`src/hdl/dma_endpoint_pkg.sv`:
```
// Shared definitions of the register access endpoint:
// data path and bus widths, the register address map,
// the access source encoding and the command, response
// and DMA write beat structures passed between stages.

package dma_endpoint_pkg;

    // Core register and bus widths
    localparam int DATAPATH_WIDTH = 20;
    localparam int BUS_WIDTH = 32;
    localparam int REG_ADDR_WIDTH = 8;

    // Address 0 holds the channel count, data registers follow it
    localparam int NUM_REGS = 256;
    localparam int CHANNEL_WIDTH = 3;
    localparam logic [REG_ADDR_WIDTH-1:0] CHANNEL_ADDR = '0;

    // Requester of an access, carried along so the response finds its way back
    typedef enum logic {
        src_bus = 1'b0,
        src_stream = 1'b1
    } source_t;

    // One register command moving through the pipeline
    typedef struct packed {
        logic valid;
        logic write;
        source_t source;
        logic [REG_ADDR_WIDTH-1:0] addr;
        logic [BUS_WIDTH-1:0] data;
    } reg_cmd_t;

    // One read result on its way back to the requester
    typedef struct packed {
        logic valid;
        source_t source;
        logic [BUS_WIDTH-1:0] data;
    } reg_rsp_t;

    // Payload of a DMA write beat
    typedef struct packed {
        logic [REG_ADDR_WIDTH-1:0] dest;
        logic [DATAPATH_WIDTH-1:0] data;
    } stream_write_t;

endpackage

```
`src/hdl/response_router.sv`:
```
// Response stage of the register endpoint.
// Merges channel count and register file results and routes
// each one either to the APB port or to the DMA read
// response stream, raising stall when the stream refuses it.

`timescale 1ns/10ps

module response_router (
    input dma_endpoint_pkg::reg_rsp_t chan_rsp,
    input dma_endpoint_pkg::reg_rsp_t file_rsp,
    output dma_endpoint_pkg::reg_rsp_t bus_rsp,
    output logic read_rsp_valid,
    input logic read_rsp_ready,
    output logic [dma_endpoint_pkg::DATAPATH_WIDTH-1:0] read_rsp_data,
    output logic stall
);
    import dma_endpoint_pkg::*;

    reg_rsp_t stream_rsp;

    // Two valid inputs in the same cycle always carry different sources,
    // so each destination sees at most one of them
    always_comb begin
        bus_rsp = '0;
        if (file_rsp.valid && file_rsp.source == src_bus) begin
            bus_rsp = file_rsp;
        end else if (chan_rsp.valid && chan_rsp.source == src_bus) begin
            bus_rsp = chan_rsp;
        end
    end

    always_comb begin
        stream_rsp = '0;
        if (file_rsp.valid && file_rsp.source == src_stream) begin
            stream_rsp = file_rsp;
        end else if (chan_rsp.valid && chan_rsp.source == src_stream) begin
            stream_rsp = chan_rsp;
        end
    end

    assign read_rsp_valid = stream_rsp.valid;
    assign read_rsp_data = stream_rsp.data[DATAPATH_WIDTH-1:0];

    // A refused stream beat freezes everything behind it
    assign stall = read_rsp_valid && !read_rsp_ready;

endmodule

```
`config.mk`:
```
export PLATFORM = sky130hd
export DESIGN_NAME = response_router
export DESIGN_NICKNAME = d
export VERILOG_FILES = /design/src/hdl/dma_endpoint_pkg.sv /design/src/hdl/response_router.sv
export SDC_FILE = /design/constraint.sdc
export NUM_CORES = 1
export LEC_CHECK = 0
export ABC_AREA = 1
export BUFFER_PORTS_ARGS = -buffer_cell sky130_fd_sc_hd__buf_2
export CORE_UTILIZATION = 33
export DETAILED_ROUTE_END_ITERATION = 6
export MAX_ROUTING_LAYER = met4
export PLACE_DENSITY = 0.85
export SETUP_SLACK_MARGIN = 0.4
export SLEW_MARGIN = 20
export SYNTH_ARGS = -nofsm -noshare
export SYNTH_HDL_FRONTEND = slang
export SYNTH_SLANG_ARGS = --single-unit
```
`constraint.sdc`:
```
create_clock -name vclk -period 1.67
set_clock_uncertainty 0.1 [all_clocks]
set_input_delay 0.0835 -clock vclk [all_inputs]
set_output_delay 0.0835 -clock vclk [all_outputs]
set_load 0.005 [all_outputs]
```
==> results.yml <==
power_and_ir_drop:
  p_per_area_nw_per_um2: 244.3
  p_leak_uw: 0.001043
  ir_drop_v: 0.0001263
  total_power_uw: 343.9
timing:
  max_freq_mhz: 889.5
  final-max-slew-violation-count: 0
  finalCritPeriodShare_pct: 67.32
  hold_viol: 0
  finalSetupViolations: 0
  min_period_ns: 1.124
  rsz0062_at_grt: "no"
  fin_tns_setup_ns: 0
logic_synthesis:
  netlist_area_um2: 829.5
  synthTopCellsByArea: "nand2_1, nand3_1, buf_4"
  yosys-top-cells-count: "nand2_1, nand3_1, buf_2, buf_4, inv_2"
  yosys_warnings: 0
  syn_inst: 185
  synth_most_common_cell: "nand2_1"
  synth_nets: 254
  yosysTopAreaCell: "nand2_1"
  seq_area_frac_synth_pct: 0
  synth.avg_cell_area_um2: 4.484
  ys_types: 12
  synth_top_area_share_pct: 47.96
final_layout:
  drive_above_1_share_pct: 45.79
  clkbuf_count: 0
  seq_cell_count: 0
  area_growth_pct: 69.68
  fillers: 243
  final_nets: 368
  finish.utilization_pct: 61.27
  antennaDiodeCount: 0
  design_area_um2: 1408
  seq_area_um2: 0
  instances_no_fill: 325
critical_path:
  end_kind: "output pin"
  start_kind: "primary input"
  required_ns: 1.49
  path_class: "primary input to output pin"
  path_delay_family: "buffers and inverters"
  crit_buf_inv: 3
  crit_chain: "buf_2 -> nand2_2 -> inv_2 -> nand2_1 -> nand2_1 -> buf_2"
  cp_slowest_cell: "inv_2"
  cp_max_fo: 20
  arrival_ns: 0.94
  max_stage_delay_ns: 0.30
route:
  avgViaCountPerCell: 4.806
  wl_per_cell_um: 10.30
  vias: 1562
  dr.pass1.iters: 4
  ant_nets: 0
  drc: 0
  wl_mm: 3.349
  initialDrtViolationCount: 25
floorplan:
  die_area_um2: 2718
  die_y_um: 52.14
  dieWidth_um: 52.14
  fp.coreArea_um2: 2297
  rows: 17
  initial_utilization_pct: 36.11
  io_pins: 125
global_routing:
  grt_pass1_wl_mm: 5.361
  overflow: 0
  grt_start_max_net_pins: 33
  antenna_found_initial: 0
  grt_usage_pct: 24.88
  grt_pass1_vias: 1399
place:
  portBuffers: 124
  dpl_cell_area_um2: 1405
  gp_congestion: 0.7168
  dp.cells: 325
  hpwl_mm: 2.565
hold_path:
  hold_class: "primary input to output pin"
cts:
  cts_hold_buffers: 0
  cts_setup_buffers: 0
  cts_resized: 0
job:
  max_cap_violations: 0
outcome:
  status: "finished clean"
path summary, 6_finish.rpt:
kind                        from           endpoint  cells after the start
hold / removal    read_rsp_ready              stall                      3
setup / recovery    file_rsp[33]  read_rsp_data[16]                      6
stage by stage:
| step | hold WS (ns) | setup WS [ns] |
|---|---|---|
| finish | 0.2842 | 0.5458 |
| global route | 0.2916 | 0.4088 |
| CTS | 0.2863 | 0.4012 |
| detailed placement | 0.2861 | 0.4044 |
| global placement | 0.2804 | 0.4582 |
| floorplan | 0.09465 | 0.9590 |
layout make-up:
class / count / area (um2) / area share (%)
multi-input combinational: 164 / 700.7 / 49.78
timing repair buffer: 128 / 650.6 / 46.22
tap: 28 / 35.03 / 2.489
inverter: 5 / 21.27 / 1.511
metal layers:
metal  GRT usage (%)  share of wire (%)  wire [um]
met2           50.85                 50       1685
met4           4.825               0.60         20
met3           2.047                8.6        287
met1           25.26                 40       1355
met5               -                  0          0
kinds of logic (layout without fill, tap and decap cells):
group,after synthesis,after routing,synth area share (%)
compound gates,2,2,1.205
buf+inv,21,133,15.54
simple gates,161,161,82.81
other cells,1,1,0.4521
power by group:
group	internal (uW)	switching, uW	leakage [uW]	total (uW)
clock network	0	0	0	0
registers	0	0	0	0
logic	163	181	0.00104	344
total	163	181	0.00104	344
layout by cell type, fill, tap and decap left out:
cell type	n
nand3_1	52
nor2_4	1
nand2_1	106
nand2_4	1
a21oi_1	1
inv_4	1
inv_2	4
nand2_2	1
conb_1	1
buf_2	124
o21ai_0	1
buf_4	4
Note: power is estimated with default switching activity, not from simulation.
