==> src/hdl/dma_endpoint_pkg.sv <==
// Shared definitions of the register access endpoint:
// data path and bus widths, the register address map,
// the access source encoding and the command, response
// and DMA write beat structures passed between stages.

package dma_endpoint_pkg;

    // Core register and bus widths
    localparam int DATAPATH_WIDTH = 20;
    localparam int BUS_WIDTH = 32;
    localparam int REG_ADDR_WIDTH = 8;

    // Address 0 holds the channel count, data registers follow it
    localparam int NUM_REGS = 256;
    localparam int CHANNEL_WIDTH = 3;
    localparam logic [REG_ADDR_WIDTH-1:0] CHANNEL_ADDR = '0;

    // Requester of an access, carried along so the response finds its way back
    typedef enum logic {
        src_bus = 1'b0,
        src_stream = 1'b1
    } source_t;

    // One register command moving through the pipeline
    typedef struct packed {
        logic valid;
        logic write;
        source_t source;
        logic [REG_ADDR_WIDTH-1:0] addr;
        logic [BUS_WIDTH-1:0] data;
    } reg_cmd_t;

    // One read result on its way back to the requester
    typedef struct packed {
        logic valid;
        source_t source;
        logic [BUS_WIDTH-1:0] data;
    } reg_rsp_t;

    // Payload of a DMA write beat
    typedef struct packed {
        logic [REG_ADDR_WIDTH-1:0] dest;
        logic [DATAPATH_WIDTH-1:0] data;
    } stream_write_t;

endpackage

==> src/hdl/apb_register_port.sv <==
// APB slave stage of the register endpoint.
// Turns each APB transfer into one register command and
// stretches the access phase until the command completes.

`timescale 1ns/10ps

module apb_register_port (
    input logic clock,
    input logic reset,
    input logic psel,
    input logic penable,
    input logic pwrite,
    input logic [31:0] paddr,
    input logic [31:0] pwdata,
    output logic [31:0] prdata,
    output logic pready,
    output logic pslverr,
    output dma_endpoint_pkg::reg_cmd_t bus_cmd,
    input logic bus_cmd_ready,
    input dma_endpoint_pkg::reg_rsp_t bus_rsp
);
    import dma_endpoint_pkg::*;

    typedef enum logic [1:0] {
        idle,
        request,
        wait_response,
        done
    } state_t;

    state_t state;
    logic write_q;
    logic [REG_ADDR_WIDTH-1:0] addr_q;
    logic [BUS_WIDTH-1:0] data_q;

    always_ff @(posedge clock) begin
        if (!reset) begin
            state <= idle;
        end else begin
            case (state)
                idle: begin
                    // Start only on a setup phase, never on a stale access phase
                    if (psel && !penable) begin
                        write_q <= pwrite;
                        addr_q <= paddr[REG_ADDR_WIDTH+1:2];
                        data_q <= pwdata;
                        state <= request;
                    end
                end
                request: begin
                    if (bus_cmd_ready) begin
                        state <= write_q ? done : wait_response;
                    end
                end
                wait_response: begin
                    if (bus_rsp.valid) begin
                        prdata <= bus_rsp.data;
                        state <= done;
                    end
                end
                default: state <= idle;
            endcase
        end
    end

    always_comb begin
        bus_cmd.valid = (state == request);
        bus_cmd.write = write_q;
        bus_cmd.source = src_bus;
        bus_cmd.addr = addr_q;
        bus_cmd.data = data_q;
    end

    // The transfer completes in the single cycle spent in done
    assign pready = (state == done);
    assign pslverr = 1'b0;

endmodule

==> config.mk <==
export PLATFORM = sky130hd
export DESIGN_NAME = apb_register_port
export DESIGN_NICKNAME = d
export VERILOG_FILES = /design/src/hdl/dma_endpoint_pkg.sv /design/src/hdl/apb_register_port.sv
export SDC_FILE = /design/constraint.sdc
export NUM_CORES = 1
export LEC_CHECK = 0
export ABC_AREA = 1
export BUFFER_PORTS_ARGS = -buffer_cell sky130_fd_sc_hd__buf_2
export CORE_ASPECT_RATIO = 0.8
export CORE_MARGIN = 2
export CORE_UTILIZATION = 37
export CTS_BUF_LIST = sky130_fd_sc_hd__clkbuf_4 sky130_fd_sc_hd__clkbuf_8
export DETAILED_ROUTE_END_ITERATION = 8
export PLACE_DENSITY_LB_ADDON = 0.05
export SLEW_MARGIN = 20
export SYNTH_ARGS = -nofsm -noshare
export SYNTH_HDL_FRONTEND = slang
export SYNTH_SLANG_ARGS = --single-unit
==> constraint.sdc <==
create_clock -name clock -period 4.3 [get_ports clock]
set_clock_uncertainty 0.05 [all_clocks]
set_input_delay 0.645 -clock clock [delete_from_list [all_inputs] [get_ports clock]]
set_output_delay 0.645 -clock clock [all_outputs]
set_load 0.1 [all_outputs]
==> results of run 1 <==
## synth_stat cells
cell type	n	area, sq um
buf_4	3	22.52
nor2_2	2	12.51
ha_1	4	50.05
dfxtp_1	2	40.04
inv_1	10	37.54
nor3_1	1	5.000
inv_2	1	3.750
nand3_1	2	10.01
nand2_1	8	30.03
conb_1	1	3.750
edfxtp_1	73	2192
nand2_2	3	18.77
nor2_1	5	18.77
## power by group through the flow
| stage | logic, mW | clock network [mW] | registers [mW] |
|---|---|---|---|
| 5_1_grt | 0.547 | 0.629 | 0.884 |
| 3_5_place_dp | 0.513 | 0 | 0.896 |
| 2_1_floorplan | 0.169 | 0 | 1.15 |
| 6_report | 0.510 | 0.571 | 0.880 |
| 3_3_place_gp | 0.512 | 0 | 0.896 |
| 4_1_cts | 0.515 | 0.591 | 0.879 |
## through the flow
| step | instances | power (mW) | setup slack, ns |
|---|---|---|---|
| floorplan | 116 | 1.318 | 0.2065 |
| global placement | 352 | 1.408 | 2.436 |
| detailed placement | 352 | 1.409 | 2.437 |
| CTS | 368 | 1.985 | 2.192 |
| global route | 368 | 2.060 | 2.102 |
| finish | 368 | 1.960 | 2.213 |
## worst paths after layout
check	start	slack, ns	end
worst max-delay path	state[1]$_SDFFE_PN0P_	2.21	bus_cmd[42]
worst min-delay path	pwdata[19]	0.43	data_q[19]$_DFFE_PP_
worst max register to register	state[1]$_SDFFE_PN0P_	2.56	data_q[18]$_DFFE_PP_
worst min register to register	state[1]$_SDFFE_PN0P_	0.50	state[1]$_SDFFE_PN0P_
## state kept, by name (all words and copies together) (netlist names)
| signal | count |
|---|---|
| write_q | 1 |
| state | 2 |
| data_q | 32 |
| addr_q | 8 |
| prdata | 32 |
## metal layers
| layer | vias to the layer above | global-route usage | routed length, um |
|---|---|---|---|
| li1 | 737 | - | - |
| met1 | 637 | 0.1469 | 1811 |
| met2 | 80 | 0.2255 | 2450 |
| met3 | 8 | 0.07662 | 434 |
| met4 | 0 | 0.04058 | 74 |
| met5 | - | 0 | 0 |
## cell type report
type / instances / share of cell area
multi-input cells: 27 / 0.04529
well taps: 84 / 0.02972
clock buffers: 9 / 0.03503
clock inverters: 7 / 0.02619
inverters: 11 / 0.01168
repair buffers: 155 / 0.2208
flip-flops and latches: 75 / 0.6313
## kinds of logic after synthesis
group | count (synthesis)
flops | 75
simple gates | 21
buf+inv | 14
fa+ha+maj | 4
other cells | 1
## worst max-delay path: cells and delay by family, from the launching register on
family | cells | cell delay (ns)
buffers and inverters | 2 | 0.53
adders and majority gates | 1 | 0.18
DFF | 1 | 0.35
==> impl_results.md, run 1 <==
* Worst setup SP type: register
* Number of diodes at 0
* Synth Instances at 115
* Final instance area at 3536 sq um
* H-tree lvl count at 3
* Final Util at 0.5546
* Peak VDD IR at 271.7 uV
* Fmax at 479.2 MHz
* Synth Area per Inst at 21.26 sq um
* Placer Congestion at 0.8087
* Nature of the critical path endpoint: output port
* Vias post-DR at 1462
* XOR/XNOR Fraction of Synth Area at 0
* Clk root buf: clkbuf_8
* Adder-cell share of the synthesized area at 0.02047
* Clock slew at reported path FFs at 0.08 ns
* Leakage at 1.530 nW
* Die Footprint at 7278 sq um
* Seq/Total Area, Yosys at 0.9130
* Worst hold slack at 0.4300 ns
* Drt first pass iters at 4
* Final hold vios at 0
* Synth Warn # at 0
* TritonCTS clock tree: built
* Synth Area in Simple Gates at 0.03889
* Critical path required time at 3.61 ns
* Post-DP Area at 3319 sq um
* WP data arrival at 1.39 ns
* Most frequent cells in the layout: 153 x buf_2, 73 x edfxtp_1, 10 x inv_1
* Final HPWL DP at 3537 um
* Sum of negative setup slack at 0 ns
* RSZ-0062 raised after global routing: no
* Antenna violations before repair at 0
* Reg power frac at 0.449
* Ordered list of cells on the worst path: inv_1, ha_1, buf_2
* Area delta synth->final at 44.63%
* Grt total ovfl at 0
* Pwr/cell area at 554.4 nW/um^2
* Post-synthesis cell area at 2445 sq um
* Worst-path fanout max at 4
* Worst R2R Path Depth at 5
* Clock buffer depth at 2
* Fin nets at 387
* CTS buffer count at 9
* Vias in the first global route at 1395
* Synth unique cells at 13
* Worst Hold Depth at 1
* Area of the core at 6376 sq um
* CP peak stage delay at 0.44 ns
* WL final at 4771 um
* Fill cells at 567
* Hold-fix buffers at CTS at 0
* Status: completed
* Post-synthesis mux area share at 0
* Starting density of the core at 0.3834
* Number of port buffers at 153
* Sequential cell area at 2232 sq um
* DR vias/cell at 3.973
* Sink Count at 75
* Routed WL per cell at 12.96 um
* Commonest non-fill, non-tap cell in the layout: buf_2
* First-pass GRT wire length at 7100 um
* Multi-input logic area at 160.2 sq um
* Cell Int Power at 1.280 mW
* Worst-margin pin slew at 0.5012 ns
* Final cycle utilization of the critical path at 0.4853
* Layout cells sized above 1 at 0.6268
* Switch Pwr at 680.7 uW
* Post-cts gate resize count at 0
* First-iteration detailed-routing DRC count at 52
* Max-cap violations at 0
* Total Routing Usage GR at 0.1356
* Rel. slew slack at 0.6659
* # DRC at 0
* Die width at 94.88 um
* Post-CTS Setup Bufs at 0
* Largest net degree at the start of global routing at 42
* Comb power frac at 0.260
* Final period demand of the worst path at 2.087 ns
* Cell row count at 26
* Die H at 76.71 um
* Main combinational cell family by area after synthesis: simple AND/OR/NAND/NOR gates
* ANT nets after route at 0
* Compound-Gate Fraction of Synth Area at 0
* Switching share of power at 0.3472
* Seq cells post-synth at 75
* Final setup fails at 0
* Clk pwr share at 0.291
* Clock Latency Late Sink at 0.33 ns
* HP Class: primary input to register
* Crit path kind: register to output port
* Slew Viols, Final at 0
* Slowest stage cell, crit path: buf_2
* # IOs at 181
(Power assumes the default switching activity.)
==> inputs of run 2 (changes only) <==
Settings changed: ABC_AREA 1 to 0.
Clock period 4.3 ns to 1.8 ns, I/O delays scaled along.
==> impl_results.md, run 2 <==
* Vias in the first global route at 1393 (-0.14%)
* RSZ-0062 raised after global routing: no
* Post-synth EDFFs at 73 (unchanged)
* First-iteration detailed-routing DRC count at 49 (-5.8%)
* # DRC at 0 (unchanged)
* CTS buffer count at 9 (unchanged)
* WL final at 4833 um (+1.3%)
* Number of port buffers at 153 (unchanged)
* Synth Warn # at 0 (unchanged)
* Slowest stage cell, crit path: buf_2
* Clock Latency Late Sink at 0.33 ns (about the same)
* Critical path required time at 1.48 ns (-2.13 ns)
* Final cycle utilization of the critical path at 0.9507
* Worst-path fanout max at 4 (unchanged)
* Total Routing Usage GR at 0.1379 (+0.002214)
* Yosys top cell by area: edfxtp_1
* Leakage at 1.485 nW (-2.9%)
* Routed WL per cell at 13.73 um (+5.9%)
* TritonCTS clock tree: built
* Clock buffer depth at 2 (unchanged)
* Sum of negative setup slack at 0 ns (unchanged)
* Die Footprint at 7154 sq um (-1.7%)
* Clock slew at reported path FFs at 0.08 ns (about the same)
* Cell row count at 26 (unchanged)
* Most frequent cells in the layout: 153 x buf_2, 73 x edfxtp_1, 9 x clkbuf_8
* Post-synthesis cell area at 2401 sq um (-1.8%)
* CP peak stage delay at 0.43 ns (about the same)
* Starting density of the core at 0.3785 (-0.004937)
* Biggest regs: data_q (32), prdata (32), addr_q (8)
* Nature of the critical path endpoint: output port
* Pwr/cell area at 1286 nW/um^2 (+130%)
* Seq cells post-synth at 75 (unchanged)
* Top FF cell, synth: edfxtp_1
* PnR worst setup slack at 0.08880 ns (-2.125 ns)
* Vias post-DR at 1440 (-1.5%)
* Synth top cells by count: 73 x edfxtp_1, 4 x ha_1, 4 x inv_1, 4 x nand2_1, 3 x buf_4
* Final period demand of the worst path at 1.711 ns
* Area delta synth->final at 46.01%
* DR vias/cell at 4.091 (+3.0%)
* Final setup fails at 0 (unchanged)
* Worst-margin pin slew at 0.5513 ns (+0.05009 ns)
* Synth top area cells: edfxtp_1 91%, ha_1 2.1%, dfxtp_1 1.7%
* ANT nets after route at 0 (unchanged)
* WP data arrival at 1.39 ns (about the same)
* Drt first pass iters at 6 (+2)
* Final Util at 0.5527 (-0.001890)
* Post-DP Area at 3304 sq um (-0.45%)
* Commonest non-fill, non-tap cell in the layout: buf_2
* Slew Viols, Final at 0 (unchanged)
* Final instance area at 3506 sq um (-0.85%)
* Ordered list of cells on the worst path: inv_1, ha_2, buf_2
* Post-CTS Setup Bufs at 0 (unchanged)
* HP Class: primary input to register
* Grt total ovfl at 0 (unchanged)
* Worst hold slack at 0.05139 ns (-0.3786 ns)
* Die H at 76.05 um (-0.85%)
* Hold-fix buffers at CTS at 0 (unchanged)
* Status: completed
* Synth Area per Inst at 24.25 sq um (+14%)
* Async SR Flop Fraction at 0 (unchanged)
* Fill cells at 568 (+0.18%)
* H-tree lvl count at 3 (unchanged)
* Final HPWL DP at 3519 um (-0.53%)
* Pre-CTS WS at 0.2383 ns (-2.199 ns)
* Final hold vios at 0 (unchanged)
* Largest net degree at the start of global routing at 42 (unchanged)
* Number of diodes at 0 (unchanged)
* Crit path kind: register to output port
* Pwr Total at 4.507 mW (+130%)
* Most common cell in the synthesized netlist: edfxtp_1
* Placer Congestion at 0.7504 (-7.2%)
* Synth top area share at 0.9130 (+0.01635)
* Area of the core at 6344 sq um (-0.51%)
* Peak VDD IR at 620.3 uV (+130%)
* Layout cells sized above 1 at 0.6493 (+0.02249)
* Max-cap violations at 0 (unchanged)
* First-pass GRT wire length at 7189 um (+1.3%)
* Fin nets at 371 (-4.1%)
* Die width at 94.07 um (-0.86%)
* Clk root buf: clkbuf_8
* Worst setup SP type: register
* Post-route insts no fill at 352 (-4.3%)
* Sink Count at 75 (unchanged)
* Post-cts gate resize count at 0 (unchanged)
* Synth Instances at 99 (-14%)
* Synth unique cells at 14 (+1)
* Fmax at 584.4 MHz
* Antenna violations before repair at 0 (unchanged)
* Rel. slew slack at 0.6325 (-0.03339)
* Cells after DPL at 336 (-4.5%)
* # IOs at 181 (unchanged)
* Seq/Total Area, Yosys at 0.9297 (+0.01665)
run 2: cell types whose count changed after synthesis, sizes merged:
cell / before / now
inv: 11 / 4
nor2: 7 / 1
nor3: 1 / 0
nand2: 11 / 4
mux2i: 0 / 2
a211o: 0 / 1
nand3b: 0 / 1
nand2b: 0 / 1
nand3: 2 / 0
and3: 0 / 1
a222oi: 0 / 1
run 2: logic make-up after synthesis:
logic type | count (synthesis) | synth area share
flip-flops | 75 | 0.9297
AND/OR/NAND/NOR | 8 | 0.01616
buffers and inverters | 7 | 0.01563
adder cells (fa/ha/maj) | 4 | 0.02085
AO/OA/AOI/OAI | 2 | 0.007817
multiplexers | 2 | 0.008338
other | 1 | 0.001562
run 2: worst paths after layout:
kind                    startpoint                    end  slack, ns  cells past startpoint
max          state[1]$_SDFFE_PN0P_            bus_cmd[42]       0.09                      3
min reg2reg  state[0]$_SDFFE_PN0P_  state[0]$_SDFFE_PN0P_       0.45                      2
max reg2reg  state[0]$_SDFFE_PN0P_  state[1]$_SDFFE_PN0P_       0.23                      4
min                     pwdata[20]   data_q[20]$_DFFE_PP_       0.05                      1
run 2: area by class of cell:
cell class              instances  area, sq um  area share
flip-flops and latches         75         2232      0.6367
repair buffers                155        805.8      0.2298
multi-input cells              18        146.4     0.04176
clock buffers                  11        138.9     0.03961
well taps                      84        105.1     0.02998
clock inverters                 5        62.56     0.01784
inverters                       4        15.01    0.004283
run 2: worst max-delay path, delay by kind of cell (launching register included):
family,cells,cell delay (ns)
flip-flops,1,0.35
adder cells (fa/ha/maj),1,0.19
buffers and inverters,2,0.52
run 2: per-layer routing:
layer	GRT usage	vias up	part of all wire
met5	0	-	0
met4	0.04348	0	0.0081
met3	0.07418	5	0.11
met2	0.2257	75	0.50
met1	0.1546	655	0.39
li1	-	705	-
run 2: where the power goes:
group          switching, mW  internal, mW  total (mW)
logic                  0.941         0.207        1.15
registers             0.0364          2.06        2.09
clock network          0.589         0.678        1.27
total                   1.57          2.94        4.51
