$ cat config.mk
export PLATFORM = sky130hd
export DESIGN_NAME = access_arbiter
export DESIGN_NICKNAME = d
export VERILOG_FILES = /design/src/hdl/dma_endpoint_pkg.sv /design/src/hdl/access_arbiter.sv
export SDC_FILE = /design/constraint.sdc
export NUM_CORES = 1
export LEC_CHECK = 0
export BUFFER_PORTS_ARGS = -buffer_cell sky130_fd_sc_hd__buf_4
export CORE_UTILIZATION = 44
export CTS_CLUSTER_SIZE = 30
export DETAILED_ROUTE_END_ITERATION = 10
export GPL_TIMING_DRIVEN = 0
export PLACE_DENSITY_LB_ADDON = 0.2
export SKIP_LAST_GASP = 1
export SLEW_MARGIN = 20
export SYNTH_ARGS = -nofsm -noshare
export SYNTH_HDL_FRONTEND = slang
export SYNTH_SLANG_ARGS = --single-unit
$ cat constraint.sdc
create_clock -name clock -period 3 [get_ports clock]
set_input_delay 0.3 -clock clock [delete_from_list [all_inputs] [get_ports clock]]
set_output_delay 0.3 -clock clock [all_outputs]
set_load 0.05 [all_outputs]
$ cat src/hdl/dma_endpoint_pkg.sv
// Shared definitions of the register access endpoint:
// data path and bus widths, the register address map,
// the access source encoding and the command, response
// and DMA write beat structures passed between stages.

package dma_endpoint_pkg;

    // Core register and bus widths
    localparam int DATAPATH_WIDTH = 20;
    localparam int BUS_WIDTH = 32;
    localparam int REG_ADDR_WIDTH = 8;

    // Address 0 holds the channel count, data registers follow it
    localparam int NUM_REGS = 256;
    localparam int CHANNEL_WIDTH = 3;
    localparam logic [REG_ADDR_WIDTH-1:0] CHANNEL_ADDR = '0;

    // Requester of an access, carried along so the response finds its way back
    typedef enum logic {
        src_bus = 1'b0,
        src_stream = 1'b1
    } source_t;

    // One register command moving through the pipeline
    typedef struct packed {
        logic valid;
        logic write;
        source_t source;
        logic [REG_ADDR_WIDTH-1:0] addr;
        logic [BUS_WIDTH-1:0] data;
    } reg_cmd_t;

    // One read result on its way back to the requester
    typedef struct packed {
        logic valid;
        source_t source;
        logic [BUS_WIDTH-1:0] data;
    } reg_rsp_t;

    // Payload of a DMA write beat
    typedef struct packed {
        logic [REG_ADDR_WIDTH-1:0] dest;
        logic [DATAPATH_WIDTH-1:0] data;
    } stream_write_t;

endpackage

$ cat src/hdl/access_arbiter.sv
// Command stage of the register endpoint.
// Fixed priority grant between DMA writes, DMA read requests
// and bus commands, the channel count register and the
// filtering of accesses to address 0.

`timescale 1ns/10ps

module access_arbiter (
    input logic clock,
    input logic reset,
    input logic dma_write_valid,
    output logic dma_write_ready,
    input dma_endpoint_pkg::stream_write_t dma_write,
    input logic read_req_valid,
    output logic read_req_ready,
    input logic [dma_endpoint_pkg::REG_ADDR_WIDTH-1:0] read_req_addr,
    input dma_endpoint_pkg::reg_cmd_t bus_cmd,
    output logic bus_cmd_ready,
    input logic stall,
    output dma_endpoint_pkg::reg_cmd_t arb_cmd,
    output dma_endpoint_pkg::reg_rsp_t chan_rsp,
    output logic [dma_endpoint_pkg::CHANNEL_WIDTH-1:0] n_channels
);
    import dma_endpoint_pkg::*;

    logic ready_en;
    logic write_take;
    logic read_take;
    logic bus_take;
    reg_cmd_t next_cmd;

    // A lower priority requester is only ready when nobody above it asks
    assign dma_write_ready = ready_en && !stall;
    assign read_req_ready = ready_en && !stall && !dma_write_valid;
    assign bus_cmd_ready = ready_en && !stall && !dma_write_valid && !read_req_valid;

    assign write_take = dma_write_valid && dma_write_ready;
    assign read_take = read_req_valid && read_req_ready;
    assign bus_take = bus_cmd.valid && bus_cmd_ready;

    always_comb begin
        next_cmd = '0;
        if (write_take) begin
            // Stream writes to the channel count are swallowed here
            if (dma_write.dest != CHANNEL_ADDR) begin
                next_cmd.valid = 1'b1;
                next_cmd.write = 1'b1;
                next_cmd.source = src_stream;
                next_cmd.addr = dma_write.dest;
                next_cmd.data = BUS_WIDTH'(dma_write.data);
            end
        end else if (read_take) begin
            if (read_req_addr != CHANNEL_ADDR) begin
                next_cmd.valid = 1'b1;
                next_cmd.source = src_stream;
                next_cmd.addr = read_req_addr;
            end
        end else if (bus_take) begin
            if (bus_cmd.addr != CHANNEL_ADDR) begin
                next_cmd = bus_cmd;
            end
        end
    end

    always_ff @(posedge clock) begin
        if (!reset) begin
            ready_en <= 1'b0;
            arb_cmd <= '0;
            chan_rsp <= '0;
            n_channels <= '0;
        end else begin
            ready_en <= 1'b1;
            // A stalled command waits here until the response stream drains
            if (!stall) begin
                arb_cmd <= next_cmd;
            end
            chan_rsp.valid <= 1'b0;
            if (bus_take && bus_cmd.addr == CHANNEL_ADDR) begin
                if (bus_cmd.write) begin
                    n_channels <= bus_cmd.data[CHANNEL_WIDTH-1:0];
                end else begin
                    chan_rsp.valid <= 1'b1;
                    chan_rsp.source <= src_bus;
                    chan_rsp.data <= BUS_WIDTH'(n_channels);
                end
            end
        end
    end

endmodule

==> out/metrics.cfg, run 1 <==
[sta]
rsz0062_at_grt=no
setup_slack_ps=1080
slew-limit-headroom_pct=33.5
clock_skew_ps=5.94
finalSetupViolCount=0
fin_crit_sh_pct=64.1
tightestPinTransition_ps=988
clock.fmax_mhz=520
tns_ps=0
period_minus_slack_ps=1920
slew_viol_final=0
hold_slack_ps=154
hold_viol_final=0

[power]
power.leakage_nw=1.76
p_per_area_nw_per_um2=439
p_total_mw=1.62
ir_worst_vdd_v=0.000258

[drt]
via_per_inst=5.07
num_vias=2580
drt-initial-drc-count=120
drc=0
dr.pass1.iters=6
ant_nets=0
routed_wl_microns=6980
wl_per_cell_microns=13.7

[setup_path]
critical_path.max_stage_delay_ps=840
reg2reg_to=arb_cmd[6]
r2r_start=ready_en
path_delay_family=simple AND/OR/NAND/NOR gates
ff2ff_setup_slack_ps=1170
reg2regPathDepth=6
worst_setup_path_end_kind=register
worstPathArrival_ps=2100
cp_cell_sequence=buf_4 > nor4_1 > a211oi_4 > buf_6 > a221oi_1 > nor2_1
path_max_fanout=10
cp-start-kind=input pin
required_ps=3180
crit_buf_inv=2
crit_path_top_delay_cell=nor4_1
worstSetupPathType=input pin to register
cp_num_cells=6

[floorplan]
core_area_sq_um=5140
die_x_microns=75.5
floorplan.initialDensity_pct=46.2
die_area_sq_um=5690
die_y_microns=75.5
boundaryPins=167
rows=26

[placed_design]
portBuffers=135
hpwl_microns=5470
gp_congestion=0.865
dpl_cell_area_sq_um=3580
pre_cts_ws_ps=795

[synth]
syn_inst=268
netlist_area_sq_um=2370
synth_top_family_by_area=compound AO/OA/AOI/OAI gates
yosysSeqAreaShare_pct=43.0
synth_cell_types=28
syn_area_per_cell_sq_um=8.86
yosys_warnings=0
synth_top_cell_area_share_pct=43.0
yosys_register_bits=51
synth_xor_xnor_area_share_pct=0
synth_fa_ha_area_share_pct=0
synthMuxAreaShare_pct=2.53
synth_compound_area_share_pct=25.4
synth.largest_area_cell=dfxtp_1
synth-simple-area-share_pct=13.8
yosys-top-cells-area=dfxtp_1, a221oi_1, buf_4

[cts]
cts_setup_buffers=0
root_buffer=clkbuf_8
cts_hold_buf=0
htreeDepth=2
clockBufferDepth=2
cts_resized=0
clkTransAtPathRegs_ps=80
cts_made_buffers=5
clkLatencyLatePin_ps=300
clkSinkCount=51
cts_tree=built

[flow_run]
drv_cap=0

[cells_and_area]
syn2layout_area_growth_pct=55.3
drive_gt1_share_pct=43.1
num_antenna_cells=0
nets=523
mostFrequentLayoutCell=buf_4
final_cell_mix=buf_4, dfxtp_1, nor2_1
design_area_sq_um=3690
fillerInstances=460

[worst_hold_path]
min_to=ready_en
min_from=reset
hold_path_depth=1
hold_class=input pin to register

[grt]
grt_pass1_vias=2259
grt_pass1_wl_microns=10100
track_usage_pct=23.6
grt_max_degree=15
antenna_found_initial=0
grt_remaining_overflow=0

[status]
status=complete, no violations

registers in the layout, indices dropped and copies added, names as in the netlist:
signal	flops
arb_cmd	43
chan_rsp	4
n_channels	3
ready_en	1
cell families after synthesis:
family | count (synthesis)
compound gates | 87
simple gates | 69
buf+inv | 54
flops | 51
mux | 6
other cells | 1
cells in the mapped netlist (all sizes together):
cell,number
a211oi,1
a21boi,1
a21oi,14
a221oi,28
a22oi,12
and2,1
and3b,1
buf,41
clkbuf,10
conb,1
dfxtp,51
inv,3
mux2i,6
nand2,19
nand2b,1
nand4,1
nor2,35
nor2b,1
nor3,1
nor4,7
o21ai,31
or3b,1
or4b,1
worst max-delay path by stage:
stage | to | startpoint | slack [ps]
2_1_floorplan | bus_cmd_ready | stall | 1110
3_3_place_gp | arb_cmd[5] | bus_cmd[32] | 900
3_5_place_dp | arb_cmd[6] | bus_cmd[32] | 790
4_1_cts | arb_cmd[6] | bus_cmd[32] | 1120
5_1_grt | arb_cmd[6] | bus_cmd[32] | 930
6_report | arb_cmd[6] | bus_cmd[32] | 1080
stage by stage:
| step | util, % | instances |
|---|---|---|
| 2_1_floorplan | - | 297 |
| 6_report | 71.7 | 509 |
| 3_5_place_dp | 69.7 | 502 |
| 5_1_grt | 71.7 | 509 |
| 3_3_place_gp | 69.7 | 502 |
| 4_1_cts | 71.7 | 509 |
worst register-to-register path, stage by stage (launching register included):
cell and delay [ps]:
dfxtp_1 340, or3b_1 400, buf_6 170, a211oi_4 420, buf_6 230, a221oi_1 100, nor2_1 130
power by group:
part	switching (mW)	total [mW]	leakage (nW)	internal (mW)
Sequential	0.0124	0.715	0.417	0.702
Clock	0.215	0.459	0.0513	0.245
Combinational	0.280	0.445	1.29	0.165
routing by layer:
| metal | global-route usage, % | wire length [microns] | vias up |
|---|---|---|---|
| met5 | 0 | 0 | - |
| met4 | 8.23 | 125 | 0 |
| met2 | 41.3 | 3430 | 138 |
| met3 | 7.80 | 705 | 12 |
| met1 | 27.1 | 2720 | 1180 |
| li1 | - | - | 1250 |
area by class of cell:
| type | instances | area [sq um] | share of cell area, % |
|---|---|---|---|
| inverter | 3 | 11.3 | 0.305 |
| timing repair buffer | 135 | 1010 | 27.5 |
| sequential | 51 | 1020 | 27.7 |
| clock buffer | 6 | 72.6 | 1.97 |
| clock inverter | 1 | 30.0 | 0.814 |
| multi-input combinational | 192 | 1100 | 29.9 |
| tap | 70 | 87.6 | 2.38 |
| buffer | 51 | 349 | 9.47 |
Note: power is estimated with default switching activity, not from simulation.
==> run 2, diff against run 1 <==
--- a/config.mk
+++ b/config.mk
@@ -6,7 +6,7 @@
 export NUM_CORES = 1
 export LEC_CHECK = 0
 export BUFFER_PORTS_ARGS = -buffer_cell sky130_fd_sc_hd__buf_4
-export CORE_UTILIZATION = 44
+export CORE_UTILIZATION = 41
 export CTS_CLUSTER_SIZE = 30
 export DETAILED_ROUTE_END_ITERATION = 10
 export GPL_TIMING_DRIVEN = 0
==> constraint.sdc (replaced) <==
create_clock -name clock -period 1.84 [get_ports clock]
set_input_delay 0.184 -clock clock [delete_from_list [all_inputs] [get_ports clock]]
set_output_delay 0.184 -clock clock [all_outputs]
set_load 0.05 [all_outputs]
==> run 2 against run 1 <==
Effect of this change:
- clock skew hardly changed
- flip-flop and latch count stayed put
- worst setup slack got worse by 990 ps
- non-clock buffer count rose by 1
- register-to-register slack got worse by 1000 ps
- total power up 59%
- combinational power up 62%
- via count is 2.9% lower
- critical path type unchanged
==> out/metrics.cfg, run 2 (synthesis gave the netlist of run 1 again) <==
[cts]
clkLatencyLatePin_ps=300  ; about the same
clkTransAtPathRegs_ps=80  ; about the same
cts_hold_buf=0  ; unchanged
clockBufferDepth=2  ; unchanged
cts_made_buffers=5  ; unchanged
clkSinkCount=51  ; unchanged
htreeDepth=2  ; unchanged
cts_tree=built
root_buffer=clkbuf_8

[setup_path]
reg2regPathDepth=6  ; unchanged
required_ps=2070  ; -1110 ps
worstPathArrival_ps=1980  ; -120 ps
cp-start-kind=input pin
path_max_fanout=3  ; -7
worst_setup_path_end_kind=register
worstSetupPathType=input pin to register
ff2ff_setup_slack_ps=150  ; -1020 ps
r2r_start=ready_en
reg2reg_to=arb_cmd[8]

[drt]
routed_wl_microns=6910  ; -0.90%
route.met3.wl_microns=542  ; -23%
via_per_inst=4.88  ; -3.7%
wl_met1_microns=2760  ; +1.7%
drc=0  ; unchanged
wl_per_cell_microns=13.5  ; -1.7%
highest_layer=met4
route.met2.wl_microns=3530  ; +2.9%
dr.pass1.iters=4  ; -2
drt-initial-drc-count=73  ; -39%
num_vias=2504  ; -2.9%
ant_nets=0  ; unchanged

[sta]
fin_crit_sh_pct=95.3
finalSetupViolCount=0  ; unchanged
period_minus_slack_ps=1750
rsz0062_at_grt=no
slew_viol_final=0  ; unchanged
clock_skew_ps=6.07  ; +0.125 ps
slew-limit-headroom_pct=38.5  ; +5.0 points
clock.fmax_mhz=570
tightestPinTransition_ps=914  ; -74.4 ps
hold_viol_final=0  ; unchanged
hold_slack_ps=35.8  ; -118 ps

[worst_hold_path]
min_from=reset
hold_path_depth=1  ; unchanged
min_to=ready_en
hold_class=input pin to register

[floorplan]
core_area_sq_um=5540  ; +7.8%
die_y_microns=78.1  ; +3.5%
floorplan.initialDensity_pct=42.9  ; -3.3 points
die_area_sq_um=6100  ; +7.1%
die_x_microns=78.1  ; +3.5%
boundaryPins=167  ; unchanged
rows=27  ; +3.8%

[grt]
grt_remaining_overflow=0  ; unchanged
antenna_found_initial=0  ; unchanged
grt_pass1_wl_microns=10700  ; +5.6%
track_usage_pct=22.0  ; -1.6 points
grt_max_degree=15  ; unchanged
grt_pass1_vias=2267  ; +0.35%

[cells_and_area]
final_cell_mix=buf_4, dfxtp_1, nor2_1
num_antenna_cells=0  ; unchanged
top_register=arb_cmd
drive_gt1_share_pct=43.3  ; +0.26 points
syn2layout_area_growth_pct=55.6
largest_reg_flops=43  ; unchanged
final-instance-count-excl-fill=513  ; +0.79%
utilization_pct=66.7  ; -5.0 points
mostFrequentLayoutCell=buf_4
nets=524  ; +0.19%
largestRegisters=arb_cmd x43, chan_rsp x4, n_channels x3

[placed_design]
place_inst=504  ; +0.40%
hpwl_microns=5470  ; about the same
gp_congestion=0.844  ; -2.4%
portBuffers=135  ; unchanged

[power]
switching_power_uw=821  ; +62%
p_total_mw=2.58  ; +59%
p_int_mw=1.76  ; +58%
seqPwrFrac_pct=45.2  ; +1.1 points
power.leakage_nw=1.77  ; +0.38%
p_per_area_nw_per_um2=698  ; +59%
swShare_pct=31.8  ; +0.50 points
pwr-share-clk_pct=26.8  ; -1.6 points
ir_worst_vdd_v=0.000503  ; +95%
pwr-share-comb_pct=28.0  ; +0.5 points

[flow_run]
drv_cap=0  ; unchanged

[status]
status=complete, no violations

==> run 2: cell types whose count changed in the layout (fill, tap and decap cells not counted) <==
| cell | before | now |
|---|---|---|
| a21boi_0 | 1 | 0 |
| a21boi_1 | 0 | 1 |
| clkbuf_8 | 5 | 7 |
| buf_4 | 165 | 166 |
| bufinv_16 | 1 | 0 |
==> run 2: repair_timing <==
action                     CTS  global route
gates resized for setup      0             1
setup endpoints to repair    0            23
buffers inserted             0             1
==> run 2: power by group through the flow <==
stage          clock (mW)  combinational, mW  sequential [mW]
4_1_cts             0.703              0.723             1.17
6_report            0.691              0.723             1.17
5_1_grt             0.750              0.767             1.17
2_1_floorplan           0              0.325             1.33
3_5_place_dp            0              0.721             1.19
3_3_place_gp            0              0.715             1.19
==> run 2: critical path, cell delays in order <==
cell	delay (ps)
buf_4	110
nor4_1	790
nand2_1	260
nor4_4	410
mux2i_1	230
==> run 2: final cells by class <==
class	count	area (sq um)
fill	512	1850
multi-input combinational	192	1100
sequential	51	1020
timing repair buffer	136	1020
buffer	51	349
clock buffer	8	100
tap	72	90.1
inverter	3	11.3
==> run 2: worst max-delay path by stage <==
stage,startpoint,slack [ps],cells past startpoint,endpoint
floorplan,stall,80,8,arb_cmd[34]
global placement,bus_cmd[32],-130,5,chan_rsp[0]
detailed placement,bus_cmd[32],-170,5,chan_rsp[0]
CTS,ready_en,7,6,arb_cmd[5]
global route,ready_en,7,6,arb_cmd[2]
finish,bus_cmd[32],90,5,chan_rsp[0]
==> run 2: metrics by stage <==
step,setup TNS (ps),instance area [sq um],setup slack [ps]
after floorplan,0,2480,75.0
after global placement,-1890,3590,-133
after detailed placement,-1980,3590,-170
after CTS,0,3690,6.52
after global routing,0,3690,6.54
final,0,3690,85.6
==> run 2: routing by layer <==
| layer | up-vias | GRT usage, % |
|---|---|---|
| li1 | 1253 | - |
| met1 | 1138 | 25.5 |
| met2 | 105 | 40.2 |
| met3 | 8 | 5.12 |
| met4 | 0 | 6.11 |
| met5 | - | 0 |
==> run 3, diff against run 2 <==
--- a/config.mk
+++ b/config.mk
@@ -6,6 +6,7 @@
 export NUM_CORES = 1
 export LEC_CHECK = 0
 export BUFFER_PORTS_ARGS = -buffer_cell sky130_fd_sc_hd__buf_4
+export CORE_ASPECT_RATIO = 2
 export CORE_UTILIZATION = 41
 export CTS_CLUSTER_SIZE = 30
 export DETAILED_ROUTE_END_ITERATION = 10
==> run 3 against run 2 <==
Effect of this change:
- total power down 2.0%
- utilization about the same
- count of clock-buffer cells in the layout down 3
- flip-flop and latch count unchanged
- non-clock buffer count up 1
- critical path depth up 2
- hold slack worse by 19 ps
- clock skew up 0.73 ps
- worst setup slack better by 48 ps
- die area up 0.31%
- clock power down 8.4%
- critical endpoint is now arb_cmd[8]
- largest power group unchanged
==> out/metrics.cfg, run 3 (synthesis gave the netlist of run 1 again) <==
[sta]
rsz0062_at_grt=no
clock_skew_ps=6.79  ; +0.725 ps
tns_ps=0  ; unchanged
slew-limit-headroom_pct=54.1  ; +16 points
setup_slack_ps=134  ; +48.0 ps
clock.fmax_mhz=586  ; +2.8%
fin_crit_sh_pct=92.7  ; -2.6 points
period_minus_slack_ps=1710  ; -48.0 ps
slew_viol_final=0  ; unchanged
hold_viol_final=0  ; unchanged
hold_slack_ps=17.1  ; -18.8 ps
finalSetupViolCount=0  ; unchanged
tightestPinTransition_ps=682  ; -232 ps

[flow_run]
drv_cap=0  ; unchanged

[placed_design]
place_inst=492  ; -2.4%
dpl_cell_area_sq_um=3570  ; -0.42%
gp_congestion=0.806  ; -4.5%
portBuffers=135  ; unchanged
pre_cts_ws_ps=-185  ; -14.7 ps
hpwl_microns=5750  ; +5.1%

[power]
p_int_mw=1.68  ; -4.6%
pwr-share-clk_pct=25.0  ; -1.8 points
p_per_area_nw_per_um2=687  ; -1.6%
p_total_mw=2.53  ; -2.0%
switching_power_uw=850  ; +3.6%
power.leakage_nw=1.77  ; about the same
seqPwrFrac_pct=46.1  ; +0.9 points
ir_worst_vdd_v=0.000566  ; +12%
pwr-share-comb_pct=28.8  ; +0.8 points
swShare_pct=33.6  ; +1.8 points

[cells_and_area]
largestRegisters=arb_cmd x43, chan_rsp x4, n_channels x3
fillerInstances=499  ; -2.5%
regArea_sq_um=1020  ; unchanged
drive_gt1_share_pct=44.0  ; +0.68 points
final_cell_mix=buf_4, dfxtp_1, nor2_1
utilization_pct=66.7  ; about the same
design_area_sq_um=3680  ; -0.41%
top_register=arb_cmd
mostFrequentLayoutCell=buf_4
final-instance-count-excl-fill=501  ; -2.3%
multi_input_area_sq_um=1110  ; +0.91%
nets=525  ; +0.19%
syn2layout_area_growth_pct=55.0
largest_reg_flops=43  ; unchanged
num_antenna_cells=0  ; unchanged

[cts]
clockBufferDepth=2  ; unchanged
cts_hold_buf=0  ; unchanged
clkLatencyLatePin_ps=310  ; about the same
clkTransAtPathRegs_ps=100  ; +20 ps
cts_tree=built
cts_made_buffers=5  ; unchanged
htreeDepth=2  ; unchanged
root_buffer=clkbuf_8
clkSinkCount=51  ; unchanged

[floorplan]
rows=38  ; +41%
die_y_microns=110  ; +40%
die_x_microns=55.8  ; -29%
die_area_sq_um=6120  ; +0.31%
core_area_sq_um=5520  ; -0.45%
boundaryPins=167  ; unchanged
floorplan.initialDensity_pct=43.1  ; +0.19 points

[setup_path]
cpMostUsedCell=buf_6
worstPathArrival_ps=1960  ; -20 ps
cp-start-kind=register
worst_setup_path_end_kind=register
path_max_fanout=10  ; +7
cp_cell_sequence=or3b_1 > buf_6 > a211oi_4 > buf_4 > buf_6 > a221oi_1 > nor2_1
worstSetupPathType=register to register
required_ps=2090  ; +20 ps
critical_path.max_stage_delay_ps=370  ; -420 ps
crit_path_top_delay_cell=or3b_1

[drt]
routed_wl_microns=7180  ; +3.8%
wl_per_cell_microns=14.3  ; +6.3%
ant_nets=0  ; unchanged
via_per_inst=5.05  ; +3.4%
num_vias=2529  ; +1.0%
drt-initial-drc-count=50  ; -32%
drc=0  ; unchanged
dr.pass1.iters=4  ; unchanged

[grt]
grt_pass1_vias=2436  ; +7.5%
track_usage_pct=22.9  ; +0.92 points
grt_max_degree=16  ; +1
grt_remaining_overflow=0  ; unchanged
antenna_found_initial=0  ; unchanged
grt_pass1_wl_microns=11000  ; +3.0%

[status]
status=complete, no violations

[worst_hold_path]
hold_class=input pin to register

run 3: cell count changes in the layout (fill, tap and decap cells not counted):
cell / before / now
a21boi_1: 1 / 0
a21boi_2: 0 / 1
buf_4: 166 / 167
clkbuf_1: 11 / 10
clkbuf_8: 7 / 5
clkinv_2: 0 / 1
clkinv_4: 0 / 1
nor4_1: 6 / 5
nor4_2: 0 / 1
run 3: path summary, 6_finish.rpt:
path | start | endpoint | cells past startpoint | slack, ps
max | ready_en | arb_cmd[8] | 7 | 130
min | reset | ready_en | 1 | 20
max reg2reg | ready_en | arb_cmd[8] | 7 | 130
min reg2reg | chan_rsp[1] | chan_rsp[1] | 2 | 470
run 3: critical path, delay by kind of cell, from the launching register on:
kind,cells,cell delay (ps)
AOI/OAI and AO/OA,2,310
and+or+nand+nor,2,500
buffers and inverters,3,490
DFF,1,350
run 3: per-layer routing:
layer | part of all wire, % | routed length [microns] | vias to the layer above | global-route usage, %
li1 | - | - | 1250 | -
met1 | 34 | 2450 | 1149 | 20.6
met2 | 55 | 3970 | 112 | 45.3
met3 | 7.3 | 523 | 18 | 6.71
met4 | 3.3 | 234 | 0 | 11.8
met5 | 0 | 0 | - | 0
run 3: timing repair:
item,CTS,global route
endpoints found under the setup margin,0,23
resized for setup,0,3
buffers inserted,0,2
run 3: power groups by stage:
stage	combinational [mW]	clock, mW	sequential [mW]
6_report	0.729	0.633	1.17
5_1_grt	0.770	0.685	1.17
4_1_cts	0.726	0.651	1.17
3_5_place_dp	0.725	0	1.19
3_3_place_gp	0.718	0	1.19
2_1_floorplan	0.325	0	1.33
run 3: layout make-up:
| class | count | share of cell area (%) |
|---|---|---|
| Multi-Input combinational cell | 192 | 30.2 |
| Timing Repair Buffer | 137 | 27.9 |
| Sequential cell | 51 | 27.7 |
| Clock inverter | 2 | 0.374 |
| Buffer | 51 | 9.49 |
| Tap cell | 60 | 2.04 |
| Inverter | 3 | 0.306 |
| Clock buffer | 5 | 1.87 |
